<file path="src/source/fm_demod_defs.svh">
`ifndef FM_DEMOD_DEFS_SVH
`define FM_DEMOD_DEFS_SVH

// width of signed I and Q
`define SAMPLE_W 16

// quotient bits out of the divider, also the arctangent table address
`define RATIO_W 10

// signed binary angle where the full scale stands for one turn
`define ANGLE_W 16

// divider input register plus one stage per quotient bit
`define DIV_LATENCY (`RATIO_W + 1)

// fold, table address, table data, unfold and output registers around the divider
`define ATAN2_LATENCY (`DIV_LATENCY + 5)

// discriminator output register
`define DEMOD_LATENCY (`ATAN2_LATENCY + 1)

`endif

</file>
<file path="src/source/fm_demod_pkg.sv">
`include "fm_demod_defs.svh"

package fm_demod_pkg;

    // one I/Q pair and its strobe
    typedef struct packed {
        logic signed [`SAMPLE_W-1:0] i;
        logic signed [`SAMPLE_W-1:0] q;
        logic                        valid;
    } iq_sample_t;

    // pi is half of full scale so phase wraps in two's complement
    typedef logic signed [`ANGLE_W-1:0] angle_t;

    // code is {i negative, q negative}
    typedef enum logic [1:0] {
        Q1 = 2'b00,
        Q4 = 2'b01,
        Q2 = 2'b10,
        Q3 = 2'b11
    } quadrant_e;

    // travels through the divider next to the ratio
    typedef struct packed {
        logic      swapped;
        quadrant_e quadrant;
    } octant_tag_t;

    // demodulator output word
    typedef struct packed {
        angle_t angle;
        angle_t freq;
        logic   valid;
    } demod_out_t;

endpackage

</file>
<file path="src/source/freq_discriminator.sv">
`timescale 1ns/1ns

module freq_discriminator
    import fm_demod_pkg::*;
(
    input  logic       clk_i,
    input  logic       reset_ni,
    input  angle_t     angle_i,
    input  logic       valid_i,
    output demod_out_t result_o
);

    // last valid angle
    // starts at zero so the first sample reports its own angle
    angle_t prev_q;

    always_ff @(posedge clk_i) begin
        if (!reset_ni) begin
            prev_q         <= '0;
            result_o.valid <= 1'b0;
        end else begin
            result_o.valid <= valid_i;
            if (valid_i) begin
                prev_q <= angle_i;
            end
        end

        if (valid_i) begin
            result_o.angle <= angle_i;
            // two's complement wrap keeps the step within half a turn
            result_o.freq  <= angle_i - prev_q;
        end
    end

    // nothing may leave the stage right after a reset cycle
    a_idle_after_reset: assert property (@(posedge clk_i)
        !reset_ni |=> !result_o.valid);

endmodule
</file>
<file path="config.mk">
export PLATFORM = sky130hd
export DESIGN_NAME = freq_discriminator
export DESIGN_NICKNAME = d
export VERILOG_FILES = /design/src/source/fm_demod_pkg.sv /design/src/source/freq_discriminator.sv
export VERILOG_INCLUDE_DIRS = /design/src /design/src/source
export SDC_FILE = /design/constraint.sdc
export NUM_CORES = 1
export LEC_CHECK = 0
export BUFFER_PORTS_ARGS = -buffer_cell sky130_fd_sc_hd__buf_2
export CAP_MARGIN = 0
export CORE_ASPECT_RATIO = 1.4
export CORE_MARGIN = 4
export CORE_UTILIZATION = 35
export CTS_BUF_LIST = sky130_fd_sc_hd__clkbuf_8
export CTS_CLUSTER_DIAMETER = 50
export DETAILED_ROUTE_END_ITERATION = 16
export HOLD_SLACK_MARGIN = 0.1
export SYNTH_ARGS = -nofsm -noshare
export SYNTH_HDL_FRONTEND = slang
export SYNTH_SLANG_ARGS = --single-unit
</file>
<file path="constraint.sdc">
create_clock -name clk_i -period 2 [get_ports clk_i]
set_input_delay 0.2 -clock clk_i [delete_from_list [all_inputs] [get_ports clk_i]]
set_output_delay 0.2 -clock clk_i [all_outputs]
set_load 0.05 [all_outputs]
</file>
==> impl_metrics.env, run 1 <==
export IMPL_max_freq_ghz=0.5001
export IMPL_cp_max_fo=3
export IMPL_grt_first_pass_wirelength_um=8556
export IMPL_worstSetupStartpointType="flip-flop"
export IMPL_drtAntennaViolNets=0
export IMPL_grtUsageTotal_pct=12.95
export IMPL_min_path_type="input pin to flip-flop"
export IMPL_crit_path_top_delay_cell="fa_2"
export IMPL_cp_depth=7
export IMPL_yosysSeqAreaShare_pct=52.18
export IMPL_nets=345
export IMPL_layout_min_cycle_time_ns=1.999
export IMPL_firstDrtPassIters=4
export IMPL_post_drt_wl_per_cell_um=13.04
export IMPL_grt_max_degree=50
export IMPL_worstPathRequired_ns=2.07
export IMPL_clk_pin_slew_ns=0.09
export IMPL_drc=0
export IMPL_hpwlAfterDp_um=3656
export IMPL_area_delta_synth_final_pct=39.49
export IMPL_r2r_end="result_o[15]"
export IMPL_power_leakage_nw=1.444
export IMPL_std_cell_rows=36
export IMPL_wl_um=5293
export IMPL_antenna_found_initial=0
export IMPL_slew_viol_final=0
export IMPL_run_status="finished, final reports clean"
export IMPL_ctsHtreeMaxLevel=2
export IMPL_rr_startpoint="prev_q[0]"
export IMPL_drive_gt1_share_pct=41.16
export IMPL_ys_warn_count=0
export IMPL_tightest_slew_ns=0.3514
export IMPL_die_w_um=79.34
export IMPL_crit_path_start="prev_q[0]"
export IMPL_endpoint="result_o[15]"
export IMPL_antenna_cells=0
export IMPL_ys_ff_latch=49
export IMPL_yosys_top_cells_area="edfxtp_1, dfxtp_1, ha_1, mux2i_1, nor2b_1"
export IMPL_synth_cell_type_count=43
export IMPL_netlist_instances=219
export IMPL_max_cap_viol_count=0
export IMPL_crit_type="flip-flop to flip-flop"
export IMPL_ioPinCount=52
export IMPL_path_buf_inv=0
export IMPL_cp_top_family="adder cells"
export IMPL_clk_latency_ns=0.31
export IMPL_grt_pass1_vias=1894
export IMPL_power_density_mw_per_mm2=813.0
export IMPL_tns_ns=0
export IMPL_gp_congestion=0.7969
export IMPL_r2r_cells=7
export IMPL_cts_tree="done"
export IMPL_die_area_sq_mm=0.008558
export IMPL_endpoint_kind="flip-flop"
export IMPL_gr_total_overflow=0
export IMPL_yosysTopAreaCell="edfxtp_1"
export IMPL_r2r_slack_ns=0.0005
export IMPL_fin_hold_ws_ns=0.1061
export IMPL_pre_cts_slack_ns=-0.2518
export IMPL_viasPerCell=4.761
export IMPL_cts_buffers=5
export IMPL_finalClockSkew_ns=0.005950
export IMPL_cts_root_buf="clkbuf_8"
export IMPL_crit_arrival_ns=2.07
export IMPL_crit_chain="ha_4 > fa_2 > nor2b_4 > o2111ai_4 > a2111oi_2 > nor3_1 > xnor2_1"
export IMPL_ir_worst_vdd_uv=351.2
export IMPL_coreArea_sq_mm=0.006937
export IMPL_clock_sinks=49
export IMPL_die_y_um=107.9
export IMPL_synth_cell_area_sq_mm=0.002494
export IMPL_rsz0062_at_grt="true"
export IMPL_setup_viol=0
export IMPL_start_util_pct=35.95
export IMPL_fin_crit_sh_pct=99.97
export IMPL_io_buffer_count=51
export IMPL_vias=1933
export IMPL_syn_avg_cell_area_sq_um=11.39
export IMPL_clock_path_buffers=2
export IMPL_max_slew_margin_pct=76.50
export IMPL_first_iter_violations=89
export IMPL_hold_violations=0
export IMPL_worst_slack_ns=0.0005440
export IMPL_slowest_delay_ns=0.36
export IMPL_synth_top_area_share_pct=38.53
export IMPL_syn_nets=254
## layout make-up
class	count	area, sq um
flip-flops and latches	49	1310
repair buffers	89	579.3
fillers	645	3458
multi-input cells	145	1279
clock inverters	2	33.78
inverters	20	75.07
well taps	95	118.9
clock buffers	6	82.58
## worst min path at each step
stage                start      endpoint  depth (start not counted)
6_report       angle_i[11]  result_o[28]                          1
5_1_grt        angle_i[11]  result_o[28]                          1
4_1_cts         angle_i[6]  result_o[23]                          1
3_5_place_dp   angle_i[10]  result_o[27]                          1
3_3_place_gp    angle_i[9]  result_o[26]                          1
2_1_floorplan   angle_i[0]  result_o[17]                          0
## kinds of logic after synthesis
group	count (synthesis)	synth area share, %
simple gates	60	13.05
buf+inv	25	4.415
fa+ha+maj	16	8.329
mux	16	6.422
compound gates	43	12.09
xor+xnor	10	3.513
flops	49	52.18
## synthesized netlist by cell type, drive strengths merged
library cell / number
a2111oi: 2
a221oi: 1
fa: 1
nor2: 10
buf: 3
and2: 4
dfxtp: 17
o31ai: 1
o2111a: 1
o2111ai: 3
o211ai: 1
nand2b: 1
ha: 15
inv: 20
o311a: 2
edfxtp: 32
and4b: 1
or4: 2
xor2: 3
nand3b: 1
clkbuf: 2
o21bai: 1
nor2b: 20
a31oi: 2
a211oi: 1
nor3: 4
a21o: 5
xnor2: 7
nand2: 10
o21ai: 4
and3: 2
a311oi: 1
nand3: 3
o311ai: 1
mux2i: 16
o21a: 3
o31a: 1
a21oi: 12
or3: 1
or2: 1
o22ai: 1
## placed cells by master, fill, tap and decap left out, types with 4 or more instances in the layout
| master | netlist | layout |
|---|---|---|
| clkbuf_8 | 0 | 6 |
| ha_1 | 15 | 5 |
| buf_4 | 0 | 27 |
| inv_1 | 20 | 19 |
| mux2i_1 | 16 | 16 |
| ha_4 | 0 | 7 |
| dfxtp_2 | 0 | 7 |
| nor2b_1 | 20 | 17 |
| nor2_1 | 10 | 9 |
| nand2_1 | 10 | 9 |
| buf_2 | 1 | 51 |
| dfxtp_1 | 17 | 10 |
| edfxtp_1 | 32 | 32 |
| dlygate4sd3_1 | 0 | 9 |
| nor3_1 | 4 | 4 |
| xnor2_1 | 7 | 7 |
| a21oi_2 | 0 | 5 |
| a21oi_1 | 12 | 6 |
## worst reg2reg max path, stage by stage (launching register included)
cell	delay (ns)
dfxtp_2	0.34
ha_4	0.16
fa_2	0.36
nor2b_4	0.17
o2111ai_4	0.18
a2111oi_2	0.32
nor3_1	0.10
xnor2_1	0.13
## timing repair
action / in CTS / in global routing
setup buffers: 2 / 3
hold buffers: 4 / 5
gates resized for setup: 21 / 26
pin swaps: 7 / 10
setup endpoints to repair: 7 / 9
endpoints found under the hold margin: 4 / 5
## stage by stage
stage	total power [mW]	util (%)	area, sq um	std cells
after global placement	2.010	43.65	3028	384
after detailed placement	2.019	43.65	3028	384
after global routing	2.974	50.14	3478	406
after floorplan	1.792	-	2496	219
after CTS	2.792	47.35	3284	398
final	2.828	50.14	3478	406
## sequential cells by signal, summed over array words and instances, names as in the netlist
register and count:
result_o 33, prev_q 16
## routing by layer
| layer | vias up | GRT usage, % | share of wire (%) |
|---|---|---|---|
| met4 | 0 | 6.757 | 2.7 |
| met2 | 39 | 23.43 | 53 |
| met5 | - | 0 | 0 |
| li1 | 976 | - | - |
| met3 | 14 | 3.518 | 4.5 |
| met1 | 904 | 13.39 | 40 |
## where the power goes
group / internal, mW / leakage (nW) / switching, mW
clock network: 0.403 / 0.0626 / 0.327
logic: 0.329 / 0.925 / 0.555
registers: 1.19 / 0.456 / 0.0240
total: 1.92 / 1.44 / 0.906
Power figures use the tool's default switching activity.
==> run 2: changes to the inputs <==
- MAX_ROUTING_LAYER: not set -> met4
==> impl_metrics.env, run 2 (synthesized netlist as in run 1, its figures left out) <==
export IMPL_hold_depth=1
export IMPL_r2r_slack_ns=0.009
export IMPL_final_util_pct=48.47
export IMPL_fin_hold_ws_ns=0.1033
export IMPL_min_from="angle_i[13]"
export IMPL_grt_pass1_vias=1919
export IMPL_r2r_end="result_o[15]"
export IMPL_wl_um=5317
export IMPL_drive_gt1_share_pct=41.39
export IMPL_cts_tree="done"
export IMPL_clk_pin_slew_ns=0.09
export IMPL_first_iter_violations=63
export IMPL_drtAntennaViolNets=0
export IMPL_ctsHtreeMaxLevel=2
export IMPL_hold_violations=0
export IMPL_setup_viol=0
export IMPL_viasPerCell=4.854
export IMPL_endpoint_kind="flip-flop"
export IMPL_seq_area_sq_mm=0.001311
export IMPL_pre_cts_slack_ns=-0.2556
export IMPL_final_cell_mix="buf_2, edfxtp_1, buf_4"
export IMPL_dpl_cell_area_sq_mm=0.003035
export IMPL_drc=0
export IMPL_clock_path_buffers=2
export IMPL_crit_path_top_delay_cell="fa_2"
export IMPL_vias=1927
export IMPL_firstDrtPassIters=4
export IMPL_die_y_um=107.9
export IMPL_slew_viol_final=0
export IMPL_largest_reg_flops=33
export IMPL_clock_sinks=49
export IMPL_hpwlAfterDp_um=3719
export IMPL_start_util_pct=35.95
export IMPL_gr_total_overflow=0
export IMPL_worstSetupStartpointType="flip-flop"
export IMPL_ir_worst_vdd_uv=279.5
export IMPL_nets=336
export IMPL_grt_max_degree=50
export IMPL_crit_arrival_ns=2.06
export IMPL_worstHoldEndpoint="result_o[30]"
export IMPL_run_status="finished, final reports clean"
export IMPL_cts_root_buf="clkbuf_8"
export IMPL_post_drt_wl_per_cell_um=13.39
export IMPL_ioPinCount=52
export IMPL_clk_latency_ns=0.30
export IMPL_hold_buffers=0
export IMPL_power_density_mw_per_mm2=826.0
export IMPL_cp_max_fo=3
export IMPL_n_fill_cell=652
export IMPL_slowest_delay_ns=0.37
export IMPL_cts_buffers=5
export IMPL_worst_slack_ns=0.008581
export IMPL_die_area_sq_mm=0.008558
export IMPL_min_path_type="input pin to flip-flop"
export IMPL_top_register="result_o"
export IMPL_multiInputGateArea_sq_mm=0.001260
export IMPL_fin_crit_sh_pct=99.57
export IMPL_antenna_found_initial=0
export IMPL_layout_min_cycle_time_ns=1.991
export IMPL_tns_ns=0
export IMPL_max_cap_viol_count=0
export IMPL_rr_startpoint="prev_q[0]"
export IMPL_die_w_um=79.34
export IMPL_final_common_cell="buf_2"
export IMPL_io_buffer_count=51
export IMPL_power_leakage_nw=1.407
export IMPL_finalClockSkew_ns=0.009680
export IMPL_max_slew_margin_pct=76.94
export IMPL_max_freq_ghz=0.5022
export IMPL_gp_congestion=0.8099
export IMPL_worstPathRequired_ns=2.07
export IMPL_coreArea_sq_mm=0.006937
export IMPL_grt_first_pass_wirelength_um=8514
export IMPL_area_delta_synth_final_pct=34.82
export IMPL_rsz0062_at_grt="true"
export IMPL_r2r_cells=7
export IMPL_std_cell_rows=36
export IMPL_crit_type="flip-flop to flip-flop"
export IMPL_reg_largest_list="result_o x33, prev_q x16"
export IMPL_tightest_slew_ns=0.3448
export IMPL_grtUsageTotal_pct=13.01
export IMPL_final_area_sq_mm=0.003362
export IMPL_crit_chain="ha_4 > fa_2 > nor2b_4 > o2111ai_4 > a2111oi_4 > nor3_2 > xnor2_1"
export IMPL_antenna_cells=0
-- run 2: layout make-up --
class	instances	share of cell area [%]
Sequential cell	49	39.00
Tap cell	95	3.536
Clock inverter	3	1.154
Inverter	20	2.233
Clock buffer	5	2.047
Multi-Input combinational cell	145	37.48
Timing Repair Buffer	80	14.55
-- run 2: worst max path at each step --
stage                   endpoint  slack, ns  cells after the start  startpoint
global placement    result_o[13]      -0.15                      9  angle_i[0]
floorplan           result_o[15]     -0.006                      7   prev_q[0]
global route        result_o[15]      -0.08                      7   prev_q[0]
detailed placement  result_o[13]      -0.26                      9  angle_i[0]
finish              result_o[15]      0.009                      7   prev_q[0]
CTS                 result_o[15]      -0.02                      7   prev_q[0]
-- run 2: power breakdown --
group	switching (mW)	total, mW	leakage (nW)	internal, mW
Combinational	0.556	0.866	0.891	0.310
Sequential	0.0254	1.22	0.456	1.19
Clock	0.328	0.695	0.0593	0.366
-- run 2: critical path: cells and delay by family (launching register included) --
family / cells / cell delay (ns)
compound gates: 2 / 0.51
xor+xnor: 1 / 0.13
fa+ha+maj: 2 / 0.53
flops: 1 / 0.34
simple gates: 2 / 0.24
-- run 2: through the flow --
stage | instances | power [mW]
after global placement | 385 | 2.012
final | 397 | 2.777
after global routing | 397 | 2.905
after CTS | 395 | 2.752
after detailed placement | 385 | 2.022
after floorplan | 219 | 1.792
-- run 2: routing by layer --
metal  track usage [%]  vias up  part of all wire, %
li1                  -      953                    -
met1             13.65      916                   41
met2             23.49       42                   53
met3             1.926       16                  3.5
met4             6.388        0                  3.0
met5                 -        -                    0
-- run 2: repair_timing --
action	CTS	global route
endpoints found under the setup margin	9	9
cloned	0	0
gates resized for setup	23	21
buffers inserted	2	2
pin swaps	9	8
==> run 3: changes to the inputs <==
- PLACE_DENSITY: not set -> 0.65
==> impl_metrics.env, run 3 (synthesized netlist as in run 1, its figures left out) <==
export IMPL_run_status="finished, final reports clean"
export IMPL_finalClockSkew_ns=0.007694
export IMPL_rsz0062_at_grt="true"
export IMPL_clock_sinks=49
export IMPL_io_buffer_count=51
export IMPL_layout_min_cycle_time_ns=1.992
export IMPL_power_leakage_nw=1.453
export IMPL_viasPerCell=4.763
export IMPL_fin_crit_sh_pct=99.62
export IMPL_std_cell_rows=36
export IMPL_grt_first_pass_wirelength_um=8438
export IMPL_final_area_sq_mm=0.003536
export IMPL_worstPathRequired_ns=2.05
export IMPL_crit_path_start="prev_q[3]"
export IMPL_max_cap_viol_count=0
export IMPL_cts_tree="done"
export IMPL_grt_max_degree=50
export IMPL_die_y_um=107.9
export IMPL_wl_um=5339
export IMPL_intPower_mw=1.789
export IMPL_start_util_pct=35.95
export IMPL_fin_hold_ws_ns=0.1314
export IMPL_seqPwrFrac_pct=44.7
export IMPL_final_cell_mix="buf_2, edfxtp_1, buf_4"
export IMPL_grtUsageTotal_pct=13.18
export IMPL_tightest_slew_ns=0.3827
export IMPL_n_fill_cell=651
export IMPL_multiInputGateArea_sq_mm=0.001326
export IMPL_cp_max_fo=5
export IMPL_ctsHtreeMaxLevel=2
export IMPL_r2r_slack_ns=0.008
export IMPL_pwr_share_comb_pct=33.8
export IMPL_hold_violations=0
export IMPL_min_path_type="input pin to flip-flop"
export IMPL_largest_reg_flops=33
export IMPL_max_slew_margin_pct=74.40
export IMPL_coreArea_sq_mm=0.006937
export IMPL_clock_path_buffers=2
export IMPL_worstSetupStartpointType="flip-flop"
export IMPL_drtAntennaViolNets=0
export IMPL_ir_worst_vdd_uv=247.3
export IMPL_crit_type="flip-flop to flip-flop"
export IMPL_grt_busiest_layer="met2"
export IMPL_reg_largest_list="result_o x33, prev_q x16"
export IMPL_ioPinCount=52
export IMPL_grt_util_met3_pct=2.680
export IMPL_final_common_cell="buf_2"
export IMPL_r2r_cells=7
export IMPL_clockPowerShare_pct=21.6
export IMPL_firstDrtPassIters=4
export IMPL_grt_pass1_vias=1865
export IMPL_nets=348
export IMPL_power_density_mw_per_mm2=769.9
export IMPL_cts_buffers=5
export IMPL_drc=0
export IMPL_gp_congestion=0.8189
export IMPL_use_met1_pct=13.42
export IMPL_area_delta_synth_final_pct=41.80
export IMPL_r2r_end="result_o[12]"
export IMPL_vias=1948
export IMPL_clk_pin_slew_ns=0.09
export IMPL_seq_area_sq_mm=0.001310
export IMPL_die_area_sq_mm=0.008558
export IMPL_dpl_cell_area_sq_mm=0.003035
export IMPL_gr_total_overflow=0
export IMPL_die_w_um=79.34
export IMPL_antenna_found_initial=0
export IMPL_rr_startpoint="prev_q[3]"
export IMPL_swShare_pct=34.28
export IMPL_hpwlAfterDp_um=3635
export IMPL_drive_gt1_share_pct=42.68
export IMPL_crit_arrival_ns=2.05
export IMPL_post_drt_wl_per_cell_um=13.05
export IMPL_p_sw_uw=933.2
export IMPL_grtUsageMet2_pct=24.04
export IMPL_endpoint_kind="flip-flop"
export IMPL_first_iter_violations=70
export IMPL_endpoint="result_o[12]"
export IMPL_antenna_cells=0
export IMPL_cts_root_buf="clkbuf_8"
export IMPL_top_register="result_o"
export IMPL_slew_viol_final=0
export IMPL_clk_latency_ns=0.31
export IMPL_tns_ns=0
export IMPL_setup_viol=0
export IMPL_max_freq_ghz=0.5019
[run 3: worst max-delay path, stage by stage, from the launching register on]
cell	delay (ns)
dfxtp_1	0.35
inv_1	0.06
ha_2	0.32
a21oi_2	0.18
nor2b_2	0.08
o31a_1	0.31
a221oi_2	0.32
xnor2_1	0.11
[run 3: layer usage]
metal	share of wire [%]	vias to the layer above
met4	1.7	0
met5	0	-
met3	3.1	6
met1	40	933
li1	-	977
met2	56	32
[run 3: area by class of cell]
| cell class | count | share of cell area, % |
|---|---|---|
| clock buffers | 5 | 1.946 |
| flip-flops and latches | 49 | 37.05 |
| multi-input cells | 145 | 37.51 |
| inverters | 20 | 2.123 |
| repair buffers | 92 | 17.41 |
| clock inverters | 3 | 0.6016 |
| well taps | 95 | 3.362 |
[run 3: repair_timing]
item,in CTS,in global routing
hold endpoints to repair,10,0
gates resized for setup,21,35
setup buffers,7,1
hold buffers,10,0
setup endpoints to repair,7,10
pin swaps,10,14
[run 3: per-stage QoR]
stage	cells	total power [mW]	worst slack (ns)	utilization [%]
2_1_floorplan	219	1.792	-0.006168	-
3_3_place_gp	385	2.010	-0.1562	43.76
3_5_place_dp	385	2.020	-0.2634	43.76
4_1_cts	410	2.681	-0.07335	48.65
5_1_grt	409	2.873	-0.1107	50.97
6_report	409	2.722	0.007629	50.97
[run 3: worst min-delay path by stage]
stage                          start            to  slack, ns  cells after the start
after floorplan           angle_i[0]  result_o[17]       0.30                      0
after global placement    angle_i[8]  result_o[25]       0.41                      1
after detailed placement  angle_i[2]  result_o[19]       0.42                      1
after CTS                 angle_i[2]  result_o[19]       0.12                      1
after global routing      angle_i[2]  result_o[19]       0.12                      1
final                     angle_i[2]  result_o[19]       0.13                      1
[run 3: power groups by stage]
stage	clock network (mW)	logic, mW	registers (mW)
after floorplan	0	0.297	1.49
after global placement	0	0.773	1.24
after detailed placement	0	0.783	1.24
after CTS	0.614	0.851	1.22
after global routing	0.662	0.985	1.23
final	0.587	0.919	1.22
